[config.mk]
export PLATFORM = sky130hd
export DESIGN_NAME = pkt_egress_flat
export DESIGN_NICKNAME = d
export VERILOG_FILES = /design/src/rtl/sw_cfg_pkg.sv /design/src/rtl/pkt_fmt_pkg.sv /design/src/rtl/buf_rd_if.sv /design/src/rtl/pkt_egress.sv /design/src/flat_wrapper.sv
export SDC_FILE = /design/constraint.sdc
export NUM_CORES = 1
export LEC_CHECK = 0
export BUFFER_PORTS_ARGS = -buffer_cell sky130_fd_sc_hd__buf_2
export CORE_MARGIN = 3
export CORE_UTILIZATION = 38
export CTS_CLUSTER_DIAMETER = 60
export DETAILED_ROUTE_END_ITERATION = 8
export MAX_ROUTING_LAYER = met4
export PLACE_DENSITY = 0.71
export SLEW_MARGIN = 10
export SYNTH_ARGS = -nofsm -noshare
export SYNTH_HDL_FRONTEND = slang
export SYNTH_SLANG_ARGS = --single-unit
[constraint.sdc]
create_clock -name clk -period 2.4 [get_ports clk]
set_clock_uncertainty 0.1 [all_clocks]
set_input_delay 0.12 -clock clk [delete_from_list [all_inputs] [get_ports clk]]
set_output_delay 0.12 -clock clk [all_outputs]
set_load 0.01 [all_outputs]
[src/rtl/sw_cfg_pkg.sv]
package sw_cfg_pkg;

    // shared buffer geometry
    localparam int num_pages  = 64;
    localparam int page_words = 8;

    localparam int num_ports  = 4;
    localparam int num_prios  = 4;
    localparam int num_queues = num_ports * num_prios;

    // a max length packet needs 8 pages
    localparam int full_level        = 8;
    localparam int almost_full_level = 16;

    typedef logic [15:0] word_t;
    typedef logic [5:0]  page_t;
    typedef logic [2:0]  offset_t;
    // 0 to 64 pages
    typedef logic [6:0]  pcount_t;

endpackage

[src/rtl/pkt_fmt_pkg.sv]
package pkt_fmt_pkg;

    typedef logic [1:0] port_t;
    typedef logic [1:0] prio_t;
    typedef logic [5:0] len_t;

    // queue id is {port, prio}
    typedef logic [$bits(port_t)+$bits(prio_t)-1:0] qid_t;

    // header word layout
    localparam int dest_lsb = 0;
    localparam int prio_lsb = 2;
    localparam int len_lsb  = 4;

    typedef enum logic {
        ing_idle,
        ing_body
    } ingress_state_t;

    typedef enum logic [1:0] {
        egr_idle,
        egr_header,
        egr_body,
        egr_finish
    } egress_state_t;

endpackage

[src/rtl/buf_rd_if.sv]
`timescale 1ns/1ps

interface buf_rd_if import sw_cfg_pkg::*, pkt_fmt_pkg::*; ();

    logic                  re;
    page_t                 raddr_page;
    offset_t               raddr_offset;
    word_t                 rdata;
    page_t                 link_next;

    qid_t                  sel_qid;
    page_t                 head_page;
    logic [num_queues-1:0] queue_busy;

    logic                  release_en;
    page_t                 release_page;

    logic                  deq;
    qid_t                  deq_qid;
    page_t                 deq_next;

    modport reader (
        output re, raddr_page, raddr_offset, sel_qid,
        output release_en, release_page, deq, deq_qid, deq_next,
        input  rdata, link_next, head_page, queue_busy
    );

    modport buffer (
        input  re, raddr_page, raddr_offset, sel_qid,
        input  release_en, release_page, deq, deq_qid, deq_next,
        output rdata, link_next, head_page, queue_busy
    );

endinterface

[src/rtl/pkt_egress.sv]
`timescale 1ns/1ps

module pkt_egress import sw_cfg_pkg::*, pkt_fmt_pkg::*; (
    input  logic                 clk,
    input  logic                 rst_n,
    input  logic [num_ports-1:0] ready,
    output logic [num_ports-1:0] rd_sop,
    output logic [num_ports-1:0] rd_vld,
    output logic [num_ports-1:0] rd_eop,
    output word_t                rd_data,
    buf_rd_if.reader             rd
);

    egress_state_t        state;
    port_t                last_port;
    port_t                cur_port;
    qid_t                 cur_qid;
    page_t                rd_page;
    offset_t              rd_off;
    len_t                 issued;
    len_t                 pkt_len;
    logic                 first_body;

    logic [num_ports-1:0] port_busy;
    logic [num_ports-1:0] cur_onehot;
    port_t                cand;
    logic                 pick_found;
    port_t                pick_port;
    prio_t                pick_prio;
    len_t                 len_now;
    logic                 issue;
    logic                 last_word;
    logic                 page_end;

    always_comb begin
        for (int p = 0; p < num_ports; p++) begin
            port_busy[p]  = |rd.queue_busy[p*num_prios +: num_prios];
            cur_onehot[p] = cur_port == port_t'(p);
        end
    end

    // round robin, starting after the last port served
    always_comb begin
        pick_found = 1'b0;
        pick_port  = last_port;
        pick_prio  = '0;
        cand       = last_port;
        for (int i = 1; i <= num_ports; i++) begin
            cand = last_port + port_t'(i);
            if (!pick_found && ready[cand] && port_busy[cand]) begin
                pick_found = 1'b1;
                pick_port  = cand;
            end
        end
        for (int j = num_prios - 1; j >= 0; j--) begin
            if (rd.queue_busy[{pick_port, prio_t'(j)}]) begin
                pick_prio = prio_t'(j);
            end
        end
    end

    // header word is on rdata in the first body cycle
    assign len_now   = first_body ? rd.rdata[len_lsb +: $bits(len_t)] : pkt_len;
    assign issue     = ready[cur_port] && (state == egr_header || state == egr_body);
    assign last_word = state == egr_body && issued + len_t'(1) == len_now;
    assign page_end  = rd_off == offset_t'(page_words - 1);

    assign rd.re           = issue;
    assign rd.raddr_page   = rd_page;
    assign rd.raddr_offset = rd_off;
    assign rd.sel_qid      = {pick_port, pick_prio};
    assign rd.release_en   = (issue && page_end && !last_word) || state == egr_finish;
    assign rd.release_page = rd_page;
    assign rd.deq          = state == egr_finish;
    assign rd.deq_qid      = cur_qid;
    // raddr_page still sits on the last page here
    assign rd.deq_next     = rd.link_next;
    assign rd_data         = rd.rdata;

    always_ff @(posedge clk) begin
        if (!rst_n) begin
            state      <= egr_idle;
            last_port  <= port_t'(num_ports - 1);
            first_body <= 1'b0;
            rd_sop     <= '0;
            rd_vld     <= '0;
            rd_eop     <= '0;
        end else begin
            rd_vld     <= issue ? cur_onehot : '0;
            rd_sop     <= (issue && state == egr_header) ? cur_onehot : '0;
            rd_eop     <= (issue && last_word) ? cur_onehot : '0;
            first_body <= issue && state == egr_header;
            case (state)
                egr_idle: begin
                    if (pick_found) begin
                        state     <= egr_header;
                        last_port <= pick_port;
                    end
                end
                egr_header: begin
                    if (issue) begin
                        state <= egr_body;
                    end
                end
                egr_body: begin
                    if (issue && last_word) begin
                        state <= egr_finish;
                    end
                end
                default: state <= egr_idle;
            endcase
        end
    end

    always_ff @(posedge clk) begin
        if (state == egr_idle) begin
            cur_port <= pick_port;
            cur_qid  <= {pick_port, pick_prio};
            rd_page  <= rd.head_page;
            rd_off   <= '0;
            issued   <= '0;
        end else if (issue) begin
            issued <= issued + 1'b1;
            if (!last_word) begin
                rd_off <= rd_off + 1'b1;
                if (page_end) begin
                    rd_page <= rd.link_next;
                end
            end
        end
        if (first_body) begin
            pkt_len <= len_now;
        end
    end

    one_port_out: assert property (
        @(posedge clk) disable iff (!rst_n) $onehot0(rd_vld)
    );

endmodule

[src/flat_wrapper.sv]
// flat-port wrapper written by rule: the top's interface ports become plain ports
module pkt_egress_flat import sw_cfg_pkg::*, pkt_fmt_pkg::*;
  (clk, rst_n, ready, rd_sop, rd_vld, rd_eop, rd_data, rd_re, rd_raddr_page, rd_raddr_offset, rd_sel_qid, rd_release_en, rd_release_page, rd_deq, rd_deq_qid, rd_deq_next, rd_rdata, rd_link_next, rd_head_page, rd_queue_busy);
  buf_rd_if rd_i ();
  input  logic clk;
  input  logic rst_n;
  input  logic [num_ports-1:0] ready;
  output logic [num_ports-1:0] rd_sop;
  output logic [num_ports-1:0] rd_vld;
  output logic [num_ports-1:0] rd_eop;
  output word_t rd_data;
  output wire logic [$bits(rd_i.re)-1:0] rd_re;
  output wire logic [$bits(rd_i.raddr_page)-1:0] rd_raddr_page;
  output wire logic [$bits(rd_i.raddr_offset)-1:0] rd_raddr_offset;
  output wire logic [$bits(rd_i.sel_qid)-1:0] rd_sel_qid;
  output wire logic [$bits(rd_i.release_en)-1:0] rd_release_en;
  output wire logic [$bits(rd_i.release_page)-1:0] rd_release_page;
  output wire logic [$bits(rd_i.deq)-1:0] rd_deq;
  output wire logic [$bits(rd_i.deq_qid)-1:0] rd_deq_qid;
  output wire logic [$bits(rd_i.deq_next)-1:0] rd_deq_next;
  input wire logic [$bits(rd_i.rdata)-1:0] rd_rdata;
  input wire logic [$bits(rd_i.link_next)-1:0] rd_link_next;
  input wire logic [$bits(rd_i.head_page)-1:0] rd_head_page;
  input wire logic [$bits(rd_i.queue_busy)-1:0] rd_queue_busy;
  assign rd_re = rd_i.re;
  assign rd_raddr_page = rd_i.raddr_page;
  assign rd_raddr_offset = rd_i.raddr_offset;
  assign rd_sel_qid = rd_i.sel_qid;
  assign rd_release_en = rd_i.release_en;
  assign rd_release_page = rd_i.release_page;
  assign rd_deq = rd_i.deq;
  assign rd_deq_qid = rd_i.deq_qid;
  assign rd_deq_next = rd_i.deq_next;
  assign rd_i.rdata = rd_rdata;
  assign rd_i.link_next = rd_link_next;
  assign rd_i.head_page = rd_head_page;
  assign rd_i.queue_busy = rd_queue_busy;
  pkt_egress u_core (.clk(clk), .rst_n(rst_n), .ready(ready), .rd_sop(rd_sop), .rd_vld(rd_vld), .rd_eop(rd_eop), .rd_data(rd_data), .rd(rd_i));
endmodule
==> results.sh <==
export IMPL_dp_hpwl_microns=3740
export IMPL_drc_errors=0
export IMPL_crit_type="flip-flop to output port"
export IMPL_synth_adder_area_share_pct=3.90
export IMPL_cts_made_buffers=5
export IMPL_io_buffer_count=89
export IMPL_io_pin_count=110
export IMPL_seqCellArea_sq_um=1010
export IMPL_clock_root_buffer="clkbuf_8"
export IMPL_max_cap_viol_count=0
export IMPL_setup_viol=0
export IMPL_peakVddDrop_mv=0.470
export IMPL_synth_edff_count=16
export IMPL_critPathCaptureType="output port"
export IMPL_die_w_microns=82.9
export IMPL_muxShareOfSynthArea_pct=13.7
export IMPL_max_freq_ghz=0.421
export IMPL_synth_top_area_cell="dfxtp_1"
export IMPL_grt_pass1_wl_microns=8140
export IMPL_yosys_area_share_simple_pct=12.1
export IMPL_track_usage_pct=14.8
export IMPL_hold_violations=0
export IMPL_grt_pass1_vias=1736
export IMPL_yosysSeqAreaShare_pct=44.6
export IMPL_dieArea_sq_um=6860
export IMPL_rsz0062_at_grt="yes"
export IMPL_synth_cell_types=42
export IMPL_dr_pass1_iters=4
export IMPL_area_delta_synth_final_pct=30.2
export IMPL_synth_compound_area_share_pct=7.13
export IMPL_vias_per_cell=4.95
export IMPL_die_h_microns=82.9
export IMPL_netlist_top_cells_area="dfxtp_1, edfxtp_1, buf_4"
export IMPL_synthFlopType="dfxtp_1"
export IMPL_leakage_uw=0.00135
export IMPL_status="completed"
export IMPL_min_period_ns=2.38
export IMPL_initial_core_util_pct=40.0
export IMPL_cts_max_path_buffers=2
export IMPL_grt_max_degree=15
export IMPL_synth_common_cells="buf_4, dfxtp_1, edfxtp_1, nor2_1, nand2_1"
export IMPL_syn_area_per_cell_sq_um=11.3
export IMPL_rows=27
export IMPL_vias=1738
export IMPL_postLayoutCoreUtil_pct=52.1
export IMPL_synth_top_area_share_pct=23.2
export IMPL_finalNetCount=335
export IMPL_post_route_period_util_pct=99.0
export IMPL_postSynthNetCount=255
export IMPL_power_density_nw_per_um2=1030
export IMPL_whs_ns=0.0212
export IMPL_htree_levels=2
export IMPL_synth_cells=198
export IMPL_multi_input_area_sq_um=1060
export IMPL_ys_async_sr_fraction_pct=0
export IMPL_drt_initial_drc_count=55
export IMPL_nFillCells=518
export IMPL_antenna_found_initial=0
export IMPL_wl_per_cell_microns=14.1
export IMPL_cts_tree="yes"
export IMPL_insertion_delay_ns=0.29
export IMPL_fin_setup_tns_ns=0
export IMPL_clkTransAtPathRegs_ns=0.09
export IMPL_cts_sinks=42
export IMPL_synth_xor_area_share_pct=7.02
export IMPL_cp_arrival_ns=2.16
export IMPL_synth_warnings=0
export IMPL_synth_top_family_by_area="multiplexers"
export IMPL_cp_required_ns=2.18
export IMPL_grt_overflow_total=0
export IMPL_drive_above_1_share_pct=53.0
export IMPL_gp_congestion=0.823
export IMPL_drtAntennaViolNets=0
export IMPL_worst_pin_slew_ns=0.567
export IMPL_n_antenna_cell=0
export IMPL_crit_path_start_kind="flip-flop"
export IMPL_synth_cell_area_sq_um=2240
export IMPL_cp_max_fo=6
export IMPL_yosys_register_bits=42
export IMPL_hold_class="primary input to flip-flop"
export IMPL_drt_total_wl_microns=4950
export IMPL_core_region_area_sq_um=5610
export IMPL_relSlewSlack_pct=62.2
export IMPL_yosysMostFrequentCell="buf_4"
export IMPL_finalMaxSlewViolations=0
-- final timing paths --
kind	start	endpoint	slack (ns)	cells past startpoint
worst min register to register	u_core.issued[1]$_SDFFE_PP0P_	u_core.issued[1]$_SDFFE_PP0P_	0.39	2
worst max-delay path	u_core.last_port[1]$_SDFFE_PN1P_	rd_sel_qid[0]	0.02	7
worst max register to register	u_core.last_port[1]$_SDFFE_PN1P_	u_core.rd.deq_qid[0]$_DFFE_PP_	0.18	7
worst min-delay path	rd_head_page[4]	u_core.rd.raddr_page[4]$_DFFE_PP_	0.02	2
-- worst max-delay path, stage by stage (launching register included) --
cell and delay, ns:
dfxtp_4 0.38, or2b_2 0.16, o32ai_1 0.06, or4_4 0.46, mux4_2 0.32, nor2b_1 0.15, o21ba_2 0.22, buf_6 0.12
-- routing by layer --
layer	GRT usage (%)	share of wire [%]
met1	18.2	44
met2	22.9	46
met3	4.07	7.9
met4	5.94	1.8
met5	-	0
-- final cells by class --
class	count	share of cell area, %
Clock buffer	8	4.54
Sequential cell	42	34.6
Inverter	6	0.771
Timing Repair Buffer	107	20.6
Tap cell	72	3.08
Multi-Input combinational cell	116	36.4
-- per-stage QoR --
step / setup slack (ns) / power [uW] / std cells / cell area, sq um
6_report: 0.0231 / 3000 / 351 / 2920
5_1_grt: -0.0445 / 3200 / 351 / 2920
4_1_cts: 0.0169 / 2940 / 345 / 2800
3_5_place_dp: -0.0786 / 2320 / 336 / 2640
3_3_place_gp: 0.0365 / 2290 / 336 / 2640
2_1_floorplan: 0.0127 / 1950 / 198 / 2260
-- state kept, by name (all words and copies together) (netlist names) --
| name | count |
|---|---|
| u_core.rd.deq_qid | 3 |
| u_core.state | 2 |
| u_core.cur_port | 1 |
| u_core.last_port | 2 |
| u_core.pkt_len | 6 |
| u_core.rd_sop | 4 |
| u_core.rd.raddr_page | 6 |
| u_core.rd_eop | 4 |
| u_core.rd.raddr_offset | 3 |
| u_core.first_body | 1 |
| u_core.issued | 6 |
| u_core.rd_vld | 4 |
-- cells by family after synthesis --
| logic type | after synthesis |
|---|---|
| adder cells (fa/ha/maj) | 7 |
| multiplexers | 21 |
| flip-flops | 42 |
| buffers and inverters | 40 |
| AND/OR/NAND/NOR | 56 |
| AO/OA/AOI/OAI | 19 |
| XOR/XNOR | 13 |
-- placed cells by master, fill, tap and decap left out, types with 2 or more instances in the layout --
| cell type | synthesis | layout |
|---|---|---|
| buf_2 | 1 | 86 |
| xor2_1 | 5 | 5 |
| clkbuf_16 | 0 | 2 |
| nand2_1 | 15 | 15 |
| nor2_1 | 16 | 15 |
| edfxtp_1 | 16 | 16 |
| ha_1 | 7 | 7 |
| nor3_2 | 0 | 2 |
| xnor2_1 | 5 | 5 |
| mux2_2 | 12 | 12 |
| nand4_1 | 2 | 2 |
| dfxtp_4 | 0 | 3 |
| buf_6 | 0 | 3 |
| o21ai_1 | 2 | 2 |
| a21oi_1 | 4 | 4 |
| clkbuf_8 | 0 | 6 |
| inv_1 | 5 | 5 |
| xor3_1 | 2 | 2 |
| nor2b_1 | 3 | 3 |
| nor3_1 | 7 | 5 |
| and3_1 | 6 | 5 |
| a21o_1 | 2 | 2 |
| mux4_2 | 1 | 4 |
| dfxtp_1 | 26 | 23 |
| o41ai_4 | 0 | 2 |
| buf_4 | 29 | 17 |
| mux2i_1 | 3 | 3 |
-- power by group --
part | switching, uW | leakage, uW | internal [uW]
clock | 241 | 0.0000678 | 360
sequential | 127 | 0.000367 | 952
combinational | 681 | 0.000920 | 638
total | 1050 | 0.00135 | 1950
-- what timing repair did --
| item | CTS | global route |
|---|---|---|
| gates resized for setup | 7 | 18 |
| endpoints found under the hold margin | 2 | 0 |
| buffers inserted | 0 | 6 |
| endpoints found under the setup margin | 3 | 3 |
| hold buffers | 1 | 0 |
| pin swaps | 0 | 4 |
Note: power is estimated with default switching activity, not from simulation.
