--- config.mk ---
export PLATFORM = sky130hd
export DESIGN_NAME = pkt_ingress_flat
export DESIGN_NICKNAME = d
export VERILOG_FILES = /design/src/rtl/sw_cfg_pkg.sv /design/src/rtl/pkt_fmt_pkg.sv /design/src/rtl/buf_wr_if.sv /design/src/rtl/pkt_ingress.sv /design/src/flat_wrapper.sv
export SDC_FILE = /design/constraint.sdc
export NUM_CORES = 1
export LEC_CHECK = 0
export ABC_AREA = 1
export BUFFER_PORTS_ARGS = -buffer_cell sky130_fd_sc_hd__buf_2
export CAP_MARGIN = 15
export CORE_ASPECT_RATIO = 1.2
export CORE_MARGIN = 4
export CORE_UTILIZATION = 48
export DETAILED_ROUTE_END_ITERATION = 8
export PLACE_DENSITY_LB_ADDON = 0.1
export SYNTH_ARGS = -nofsm -noshare
export SYNTH_HDL_FRONTEND = slang
export SYNTH_SLANG_ARGS = --single-unit
--- constraint.sdc ---
create_clock -name clk -period 3.8 [get_ports clk]
set_input_delay 0.19 -clock clk [delete_from_list [all_inputs] [get_ports clk]]
set_output_delay 0.19 -clock clk [all_outputs]
set_load 0.05 [all_outputs]
--- src/rtl/sw_cfg_pkg.sv ---
package sw_cfg_pkg;

    // shared buffer geometry
    localparam int num_pages  = 64;
    localparam int page_words = 8;

    localparam int num_ports  = 4;
    localparam int num_prios  = 4;
    localparam int num_queues = num_ports * num_prios;

    // a max length packet needs 8 pages
    localparam int full_level        = 8;
    localparam int almost_full_level = 16;

    typedef logic [15:0] word_t;
    typedef logic [5:0]  page_t;
    typedef logic [2:0]  offset_t;
    // 0 to 64 pages
    typedef logic [6:0]  pcount_t;

endpackage

--- src/rtl/pkt_fmt_pkg.sv ---
package pkt_fmt_pkg;

    typedef logic [1:0] port_t;
    typedef logic [1:0] prio_t;
    typedef logic [5:0] len_t;

    // queue id is {port, prio}
    typedef logic [$bits(port_t)+$bits(prio_t)-1:0] qid_t;

    // header word layout
    localparam int dest_lsb = 0;
    localparam int prio_lsb = 2;
    localparam int len_lsb  = 4;

    typedef enum logic {
        ing_idle,
        ing_body
    } ingress_state_t;

    typedef enum logic [1:0] {
        egr_idle,
        egr_header,
        egr_body,
        egr_finish
    } egress_state_t;

endpackage

--- src/rtl/buf_wr_if.sv ---
`timescale 1ns/1ps

interface buf_wr_if import sw_cfg_pkg::*, pkt_fmt_pkg::*; ();

    logic    alloc;
    page_t   alloc_page;
    pcount_t free_count;

    logic    we;
    page_t   waddr_page;
    offset_t waddr_offset;
    word_t   wdata;

    logic    link_we;
    page_t   link_from;
    page_t   link_to;

    logic    enq;
    qid_t    enq_qid;
    page_t   enq_head;
    page_t   enq_tail;

    modport writer (
        output alloc, we, waddr_page, waddr_offset, wdata,
        output link_we, link_from, link_to, enq, enq_qid, enq_head, enq_tail,
        input  alloc_page, free_count
    );

    modport buffer (
        input  alloc, we, waddr_page, waddr_offset, wdata,
        input  link_we, link_from, link_to, enq, enq_qid, enq_head, enq_tail,
        output alloc_page, free_count
    );

endinterface

--- src/rtl/pkt_ingress.sv ---
`timescale 1ns/1ps

module pkt_ingress import sw_cfg_pkg::*, pkt_fmt_pkg::*; (
    input  logic     clk,
    input  logic     rst_n,
    input  logic     wr_sop,
    input  logic     wr_eop,
    input  logic     wr_vld,
    input  word_t    wr_data,
    output logic     full,
    output logic     almost_full,
    buf_wr_if.writer wr
);

    ingress_state_t state;
    offset_t        offset;
    page_t          cur_page;
    page_t          head_page;
    qid_t           qid;
    len_t           pkt_len;
    len_t           word_cnt;

    logic           accept;
    logic           new_page;
    page_t          page_now;
    pcount_t        free_next;

    assign accept   = wr_vld && (state == ing_body || wr_sop);
    // header, or first word past a page boundary
    assign new_page = accept && (state == ing_idle || offset == '0);
    assign page_now = new_page ? wr.alloc_page : cur_page;
    assign wr.alloc = new_page;

    assign free_next = wr.free_count - pcount_t'(new_page);

    always_ff @(posedge clk) begin
        if (!rst_n) begin
            state       <= ing_idle;
            wr.we       <= 1'b0;
            wr.link_we  <= 1'b0;
            wr.enq      <= 1'b0;
            full        <= 1'b0;
            almost_full <= 1'b0;
        end else begin
            wr.we       <= accept;
            wr.link_we  <= new_page && state == ing_body;
            wr.enq      <= accept && state == ing_body && wr_eop;
            full        <= free_next < pcount_t'(full_level);
            almost_full <= free_next < pcount_t'(almost_full_level);
            case (state)
                ing_idle: begin
                    if (accept) begin
                        state <= ing_body;
                    end
                end
                ing_body: begin
                    if (accept && wr_eop) begin
                        state <= ing_idle;
                    end
                end
                default: state <= ing_idle;
            endcase
        end
    end

    always_ff @(posedge clk) begin
        if (accept) begin
            cur_page <= page_now;
            offset   <= (state == ing_idle) ? offset_t'(1) : offset + 1'b1;
            word_cnt <= (state == ing_idle) ? len_t'(1) : word_cnt + 1'b1;
        end
        if (accept && state == ing_idle) begin
            head_page <= wr.alloc_page;
            qid       <= {wr_data[dest_lsb +: $bits(port_t)], wr_data[prio_lsb +: $bits(prio_t)]};
            pkt_len   <= wr_data[len_lsb +: $bits(len_t)];
        end
        wr.waddr_page   <= page_now;
        wr.waddr_offset <= (state == ing_idle) ? offset_t'(0) : offset;
        wr.wdata        <= wr_data;
        wr.link_from    <= cur_page;
        wr.link_to      <= wr.alloc_page;
        wr.enq_qid      <= qid;
        wr.enq_head     <= head_page;
        wr.enq_tail     <= page_now;
    end

    sop_while_full: assert property (
        @(posedge clk) disable iff (!rst_n) wr_vld && wr_sop |-> !full
    );

    eop_length: assert property (
        @(posedge clk) disable iff (!rst_n)
        wr_vld && wr_eop |-> state == ing_body && word_cnt + len_t'(1) == pkt_len
    );

endmodule

--- src/flat_wrapper.sv ---
// flat-port wrapper written by rule: the top's interface ports become plain ports
module pkt_ingress_flat import sw_cfg_pkg::*, pkt_fmt_pkg::*;
  (clk, rst_n, wr_sop, wr_eop, wr_vld, wr_data, full, almost_full, wr_alloc, wr_we, wr_waddr_page, wr_waddr_offset, wr_wdata, wr_link_we, wr_link_from, wr_link_to, wr_enq, wr_enq_qid, wr_enq_head, wr_enq_tail, wr_alloc_page, wr_free_count);
  buf_wr_if wr_i ();
  input  logic clk;
  input  logic rst_n;
  input  logic wr_sop;
  input  logic wr_eop;
  input  logic wr_vld;
  input  word_t wr_data;
  output logic full;
  output logic almost_full;
  output wire logic [$bits(wr_i.alloc)-1:0] wr_alloc;
  output wire logic [$bits(wr_i.we)-1:0] wr_we;
  output wire logic [$bits(wr_i.waddr_page)-1:0] wr_waddr_page;
  output wire logic [$bits(wr_i.waddr_offset)-1:0] wr_waddr_offset;
  output wire logic [$bits(wr_i.wdata)-1:0] wr_wdata;
  output wire logic [$bits(wr_i.link_we)-1:0] wr_link_we;
  output wire logic [$bits(wr_i.link_from)-1:0] wr_link_from;
  output wire logic [$bits(wr_i.link_to)-1:0] wr_link_to;
  output wire logic [$bits(wr_i.enq)-1:0] wr_enq;
  output wire logic [$bits(wr_i.enq_qid)-1:0] wr_enq_qid;
  output wire logic [$bits(wr_i.enq_head)-1:0] wr_enq_head;
  output wire logic [$bits(wr_i.enq_tail)-1:0] wr_enq_tail;
  input wire logic [$bits(wr_i.alloc_page)-1:0] wr_alloc_page;
  input wire logic [$bits(wr_i.free_count)-1:0] wr_free_count;
  assign wr_alloc = wr_i.alloc;
  assign wr_we = wr_i.we;
  assign wr_waddr_page = wr_i.waddr_page;
  assign wr_waddr_offset = wr_i.waddr_offset;
  assign wr_wdata = wr_i.wdata;
  assign wr_link_we = wr_i.link_we;
  assign wr_link_from = wr_i.link_from;
  assign wr_link_to = wr_i.link_to;
  assign wr_enq = wr_i.enq;
  assign wr_enq_qid = wr_i.enq_qid;
  assign wr_enq_head = wr_i.enq_head;
  assign wr_enq_tail = wr_i.enq_tail;
  assign wr_i.alloc_page = wr_alloc_page;
  assign wr_i.free_count = wr_free_count;
  pkt_ingress u_core (.clk(clk), .rst_n(rst_n), .wr_sop(wr_sop), .wr_eop(wr_eop), .wr_vld(wr_vld), .wr_data(wr_data), .full(full), .almost_full(almost_full), .wr(wr_i));
endmodule
==> results of run 1 <==
[cells by family after synthesis]
family	count (synthesis)
DFF	72
and+or+nand+nor	54
buffers and inverters	25
AOI/OAI and AO/OA	3
adders and majority gates	2
[through the flow]
| stage | cell area (sq um) | setup slack (ns) | util | instances |
|---|---|---|---|---|
| floorplan | 2050 | 2.24 | - | 156 |
| global placement | 2520 | 2.19 | 0.626 | 295 |
| detailed placement | 2520 | 2.16 | 0.626 | 295 |
| CTS | 2940 | 1.80 | 0.727 | 331 |
| global route | 2940 | 1.64 | 0.727 | 331 |
| finish | 2940 | 1.82 | 0.727 | 331 |
[worst paths after layout]
kind,start,to,slack (ns),cells past startpoint
worst max-delay path,u_core.state,wr_alloc,1.82,5
worst min register to register,u_core.qid[1],u_core.wr.enq_qid[1],0.34,0
worst max register to register,u_core.state,u_core.qid[1],2.20,4
worst min-delay path,wr_alloc_page[3],u_core.wr.link_to[3],0.02,1
[power groups by stage]
stage	logic (W)	registers, W	clock network (W)
detailed placement	0.000256	0.000873	0
floorplan	0.0000799	0.000989	0
global placement	0.000254	0.000871	0
finish	0.000271	0.000855	0.000565
global route	0.000287	0.000860	0.000611
CTS	0.000273	0.000856	0.000580
[layout make-up]
cell class                      count  share of cell area
Sequential cell                    72               0.556
Multi-Input combinational cell     59               0.101
Timing Repair Buffer              113               0.228
Clock inverter                      2             0.00341
Tap cell                           54              0.0230
Inverter                           18              0.0230
Clock buffer                       13              0.0648
[per-layer routing]
layer  vias to the layer above  global-route usage
li1                        716                   -
met1                       600               0.159
met2                        50               0.264
met3                         6              0.0479
met4                         0              0.0669
met5                         -                   0
[sequential cells by signal (all words and copies together), names as in the netlist, 6 cells and up]
signal / flops
u_core.wr.link_to: 6
u_core.wr.enq_head: 6
u_core.cur_page: 6
u_core.wr.link_from: 6
u_core.wr.wdata: 16
u_core.wr.waddr_page: 6
u_core.head_page: 6
[critical path, delay by kind of cell, from the launching register on]
kind,cells,cell delay [ns]
buffers and inverters,2,0.50
flip-flops,1,0.51
AND/OR/NAND/NOR,3,0.46
[repair_timing]
| action | 4_1_cts | 5_1_grt |
|---|---|---|
| hold endpoints to repair | 21 | 0 |
| gates resized for setup | 0 | 0 |
| endpoints found under the setup margin | 0 | 0 |
| hold buffers | 21 | 0 |
[layout by cell type (no fill, tap or decap), drive strengths merged, types with 2 or more instances in the layout]
master and instances:
inv 18, dfxtp 53, nand3 3, clkbuf 13, dlygate4sd3 21, ha 2, nand2 36, clkinv 2
nor3 3, buf 92, edfxtp 19, nor2 9, a21oi 2
==> metrics.txt, run 1 <==
sequential cell area 1630 sq um; endpoints failing hold 0; Initial Util 0.509; Seq pwr share 0.506; Slowest-stage cell, CP dfxtp_1; ys flop type dfxtp_1; Synth top cells by count dfxtp_1 (53), nand2_1 (35), edfxtp_1 (19); Avg WL per Cell between 10 and 15 um; Peak Freq 0.505 GHz; cell taking the most area after synthesis dfxtp_1; synth warn 0; Row Count 25; critical path endpoint category primary output; Syn Nets 192; share of layout cells above drive strength 1 0.404; met1 wire length around 1.4 mm; Initial DRT Pass Iterations 4; Net Sw Frac 0.273; crit-path max cell delay 0.51 ns; WL final 3.77 mm; Core ar. approximately 4000 sq um; first-pass GRT wire length 5.84 mm; Syn Inst Count about 160; Area growth syn-to-layout 43.0%; largest net degree at the start of global routing 15; hold_ws around 0.016 ns; clock power share 0.334; fillers ~280; Clk Latency, worst-skew pair 0.32 ns; worst rel slew slack 0.739; met3 routed WL approximately 290 um; largest family of logic cells by synthesized area simple AND/OR/NAND/NOR gates; port bufs 92; die height about 80 um; number of top-level pins between 90 and 100; top sig layer met4; clock slew at reported path FFs 0.07 ns; grt ovf 0; combinational group share of total power 0.160; critical path cell sequence nor2_4 -> nor2_8 -> nand2_4 -> inv_1 -> buf_2; top cell type's share of synthesized area 0.517; Power, Total around 0.0017 W; Tot GR Track Use 0.150; routability cong. 0.725; LEAKAGE approximately 1.5 nW; initial antenna violation count 0; Pint roughly 0.0012 W; post-synth cell types 18; # H-tree levels 3; DIE AREA 5390 sq um; PwrDens between 500 and 600 nW/um^2; Min-Delay Path Class in -> reg; sequential share of the synthesized area 0.795; Post-Synth Simple-Gate Area 0.126; 1st-iter DRT viols 28; Vias/cell around 4.1; clock root buffer master clkbuf_8; Slew @ Worst Pin between 0.3 and 0.4 ns; CP arrival about 1.8 ns; syn_area_per_cell 13.2 sq um; Crit path required time 3.61 ns; outcome complete, no violations; Slew Viols, Final 0; Setup TNS 0 ns; DP HPWL 2.72 mm; Post-synth EDFFs 19; number of post-CTS setup repair buffers 0; multiplexer area fraction after synthesis 0; min cycle time layout between 1.5 and 2 ns; Crit Path Max Fanout 14; asr flop ratio synth 0; nets 309; flop and latch count out of synthesis 72; Routed Antenna Nets 0; post-synthesis xor/xnor area fraction 0; final setup violation count 0; Multi-input gate area ~300 sq um; MaxCap Viol Count 0; Startpoint Class register; Compound-Gate Fraction of Synth Area 0.00731; CTS Buf Count 9; Max VDD drop ~0.00042 V; ant diodes 0; vias in the first global route 1301; Final Cycle Share 0.521; Clock Path Buffers 2; WS Path Type reg -> out; Vias 1372; unrepaired setup endpoints after global routing false; top cells by area, synth dfxtp_1 (52%), edfxtp_1 (28%), nand2_1 (6.4%); adder-cell share of the synthesized area 0.0122; post-synthesis instance area 2050 sq um; met2 WL between 2 and 2.5 mm; worst clock skew around 0.0050 ns; DRC viols 0; chip width approximately 68 um; sw power approximately 0.00046 W; most frequent cell after synthesis dfxtp_1; clk sinks about 70; CTS tree done
Power figures use the tool's default switching activity.
==> run 2, diff against run 1 <==
ABC_AREA = 0   (was 1)
CORE_UTILIZATION = 44   (was 48)
clock period = 2 ns   (was 3.8 ns; I/O delays follow)
==> metrics.txt, run 2 <==
largest net degree at the start of global routing 13 (-2); Synth top cells by count dfxtp_1 (53), edfxtp_1 (19), buf_4 (6), mux2_4 (6), and2_1 (5); ys flop type dfxtp_1; Post-synth EDFFs 19 (unchanged); crit-path max cell delay 0.41 ns (-0.10 ns); top cell type's share of synthesized area 0.537 (+0.0200); Row Count 26 (+4.0%); Peak Freq 0.555 GHz; most frequent cell after synthesis dfxtp_1; placed inst area 2450 sq um (-2.8%); sequential share of the synthesized area 0.825 (+0.0307); Avg WL per Cell 13.8 um (+21%); commonest non-fill, non-tap cell in the layout buf_2; Core ar. 4290 sq um (+6.4%); Routed Antenna Nets 0 (unchanged); CTS tree done; Clock Path Buffers 2 (unchanged); Initial Util 0.460 (-0.0485); Startpoint Class register; clock power share 0.330 (-0.004); combinational group share of total power 0.149 (-0.011); Slew Viols, Final 0 (unchanged); nets 269 (-13%); worst rel slew slack 0.674 (-0.0656); grt ovf 0 (unchanged); outcome complete, no violations; syn_area_per_cell 17.3 sq um (+32%); MaxCap Viol Count 0 (unchanged); endpoints failing hold 0 (unchanged); # H-tree levels 3 (unchanged); Slowest-stage cell, CP edfxtp_1; PwrDens 1080 nW/um^2 (+87%); synth warn 0 (unchanged); Initial DRT Pass Iterations 3 (-1); ant diodes 0 (unchanged); clock slew at reported path FFs 0.07 ns (about the same); adder-cell share of the synthesized area 0.0127 (+0.000471); post-place setup slack 0.124 ns (-2.04 ns); LEAKAGE 1.34 nW (-7.6%); Crit path required time 1.90 ns (-1.71 ns); commonest non-fill, non-tap cells in the layout buf_2 (92), dfxtp_1 (53), dlygate4sd3_1 (23); Most flops, register u_core.wr.wdata; Slew @ Worst Pin 0.489 ns (+0.0989 ns); PnR worst setup slack 0.199 ns (-1.62 ns); Crit Path Max Fanout 7 (-7); Max VDD drop 0.000635 V (+52%); Net Sw Frac 0.265 (-0.00782); port bufs 92 (unchanged); post-synth cell types 25 (+7); post-synthesis instance area 1980 sq um (-3.7%); WS Path Type reg -> out; initial antenna violation count 0 (unchanged); Clk Latency, worst-skew pair 0.32 ns (about the same); Area growth syn-to-layout 45.3%; post-synthesis xor/xnor area fraction 0.00443 (+0.00443); cell taking the most area after synthesis dfxtp_1; Min-Delay Path Class in -> reg; Tot GR Track Use 0.147 (-0.00269); chip width 69.2 um (+2.2%); Pint 0.00227 W (+85%); 1st-iter DRT viols 37 (+32%); critical path cell sequence inv_1 -> ha_1 -> and4b_1 -> or2_4 -> buf_2; share of layout cells above drive strength 1 0.487 (+0.0831); flop and latch count out of synthesis 72 (unchanged); worst clock skew 0.00621 ns (+0.00124 ns); largest family of logic cells by synthesized area simple AND/OR/NAND/NOR gates; DIE AREA 5630 sq um (+4.5%); CP arrival 1.70 ns (-0.09 ns); die height 81.4 um (+2.2%); DRC viols 0 (unchanged); Power, Total 0.00309 W (+83%); min cycle time layout ~1.8 ns; Syn Nets 150 (-22%); unrepaired setup endpoints after global routing false; first-pass GRT wire length 6.29 mm (+7.8%); sw power 0.000820 W (+78%); Final Cycle Share 0.901; WL final 4.05 mm (+7.4%); critical path endpoint category primary output; max reg flops 16 (unchanged); Syn Inst Count 114 (-27%); Compound-Gate Fraction of Synth Area 0.0222 (+0.0148); Setup TNS 0 ns (unchanged); Post-Synth Simple-Gate Area 0.0519 (-0.0736); clock root buffer master clkbuf_8; number of top-level pins 93 (unchanged); final setup violation count 0 (unchanged); clk sinks 72 (unchanged); Seq pwr share 0.520 (+0.014); Vias/cell 4.33 (+4.4%); top cells by area, synth dfxtp_1 (54%), edfxtp_1 (29%), mux2_4 (4.6%); Register-to-Register Setup Slack 0.29 ns (-1.91 ns); Vias 1272 (-7.3%); fin area 2870 sq um (-2.1%); CTS Buf Count 9 (unchanged); multiplexer area fraction after synthesis 0.0456 (+0.0456); asr flop ratio synth 0 (unchanged); routability cong. 0.719 (-0.73%); DP HPWL 2.67 mm (-2.0%); vias in the first global route 1330 (+2.2%)
[run 2: changes by cell type after synthesis, sizes merged, moves of 2 or more]
cell and delta:
and2 +6, inv -14, mux2 +6, nand2 -36, nor2 -8, nor3 -2
[run 2: final timing paths]
check,cells after the start,to,from
min,3,u_core.almost_full,wr_free_count[4]
max reg2reg,5,u_core.cur_page[4],u_core.offset[0]
max,5,wr_alloc,u_core.offset[0]
min reg2reg,0,u_core.wr.enq_head[5],u_core.head_page[5]
[run 2: cell type report]
cell class	count	area, sq um
fill	334	1420
sequential	72	1630
multi-input combinational	30	273
clock buffer	14	174
tap	56	70.1
inverter	4	15.0
timing repair buffer	116	698
clock inverter	2	11.3
[run 2: what timing repair did]
item	in CTS	in global routing
gates resized for setup	1	0
hold buffers	23	0
hold endpoints to repair	34	0
endpoints found under the setup margin	1	0
buffers inserted	0	0
[run 2: metal layers]
| metal | vias to the layer above | global-route usage | part of all wire |
|---|---|---|---|
| li1 | 618 | - | - |
| met1 | 591 | 0.155 | 0.39 |
| met2 | 58 | 0.256 | 0.52 |
| met3 | 5 | 0.0575 | 0.079 |
| met4 | 0 | 0.0820 | 0.0094 |
| met5 | - | 0 | 0 |
[run 2: stage by stage]
step,hold WS [ns],utilization,instances
final,0.0539,0.669,294
after global routing,0.0526,0.669,294
after CTS,0.0325,0.669,294
after detailed placement,0.205,0.572,255
after global placement,0.203,0.572,255
after floorplan,0.128,-,114
[run 2: power by group through the flow]
stage | combinational [W] | sequential (W) | clock [W]
floorplan | 0.000120 | 0.00184 | 0
global placement | 0.000421 | 0.00164 | 0
detailed placement | 0.000427 | 0.00164 | 0
CTS | 0.000464 | 0.00161 | 0.00105
global route | 0.000484 | 0.00162 | 0.00111
finish | 0.000462 | 0.00161 | 0.00102
[run 2: cells by family (layout without fill, tap and decap cells)]
kind of cell | Yosys count | count (layout)
AO/OA/AOI/OAI | 6 | 6
XOR/XNOR | 1 | 1
adder cells (fa/ha/maj) | 2 | 2
buffers and inverters | 12 | 136
flip-flops | 72 | 72
multiplexers | 6 | 6
AND/OR/NAND/NOR | 15 | 15
[run 2: worst max-delay path, delay by kind of cell (launching register included)]
kind	cells	cell delay, ns
AND/OR/NAND/NOR	2	0.46
buffers and inverters	2	0.37
flip-flops	1	0.41
adder cells (fa/ha/maj)	1	0.14
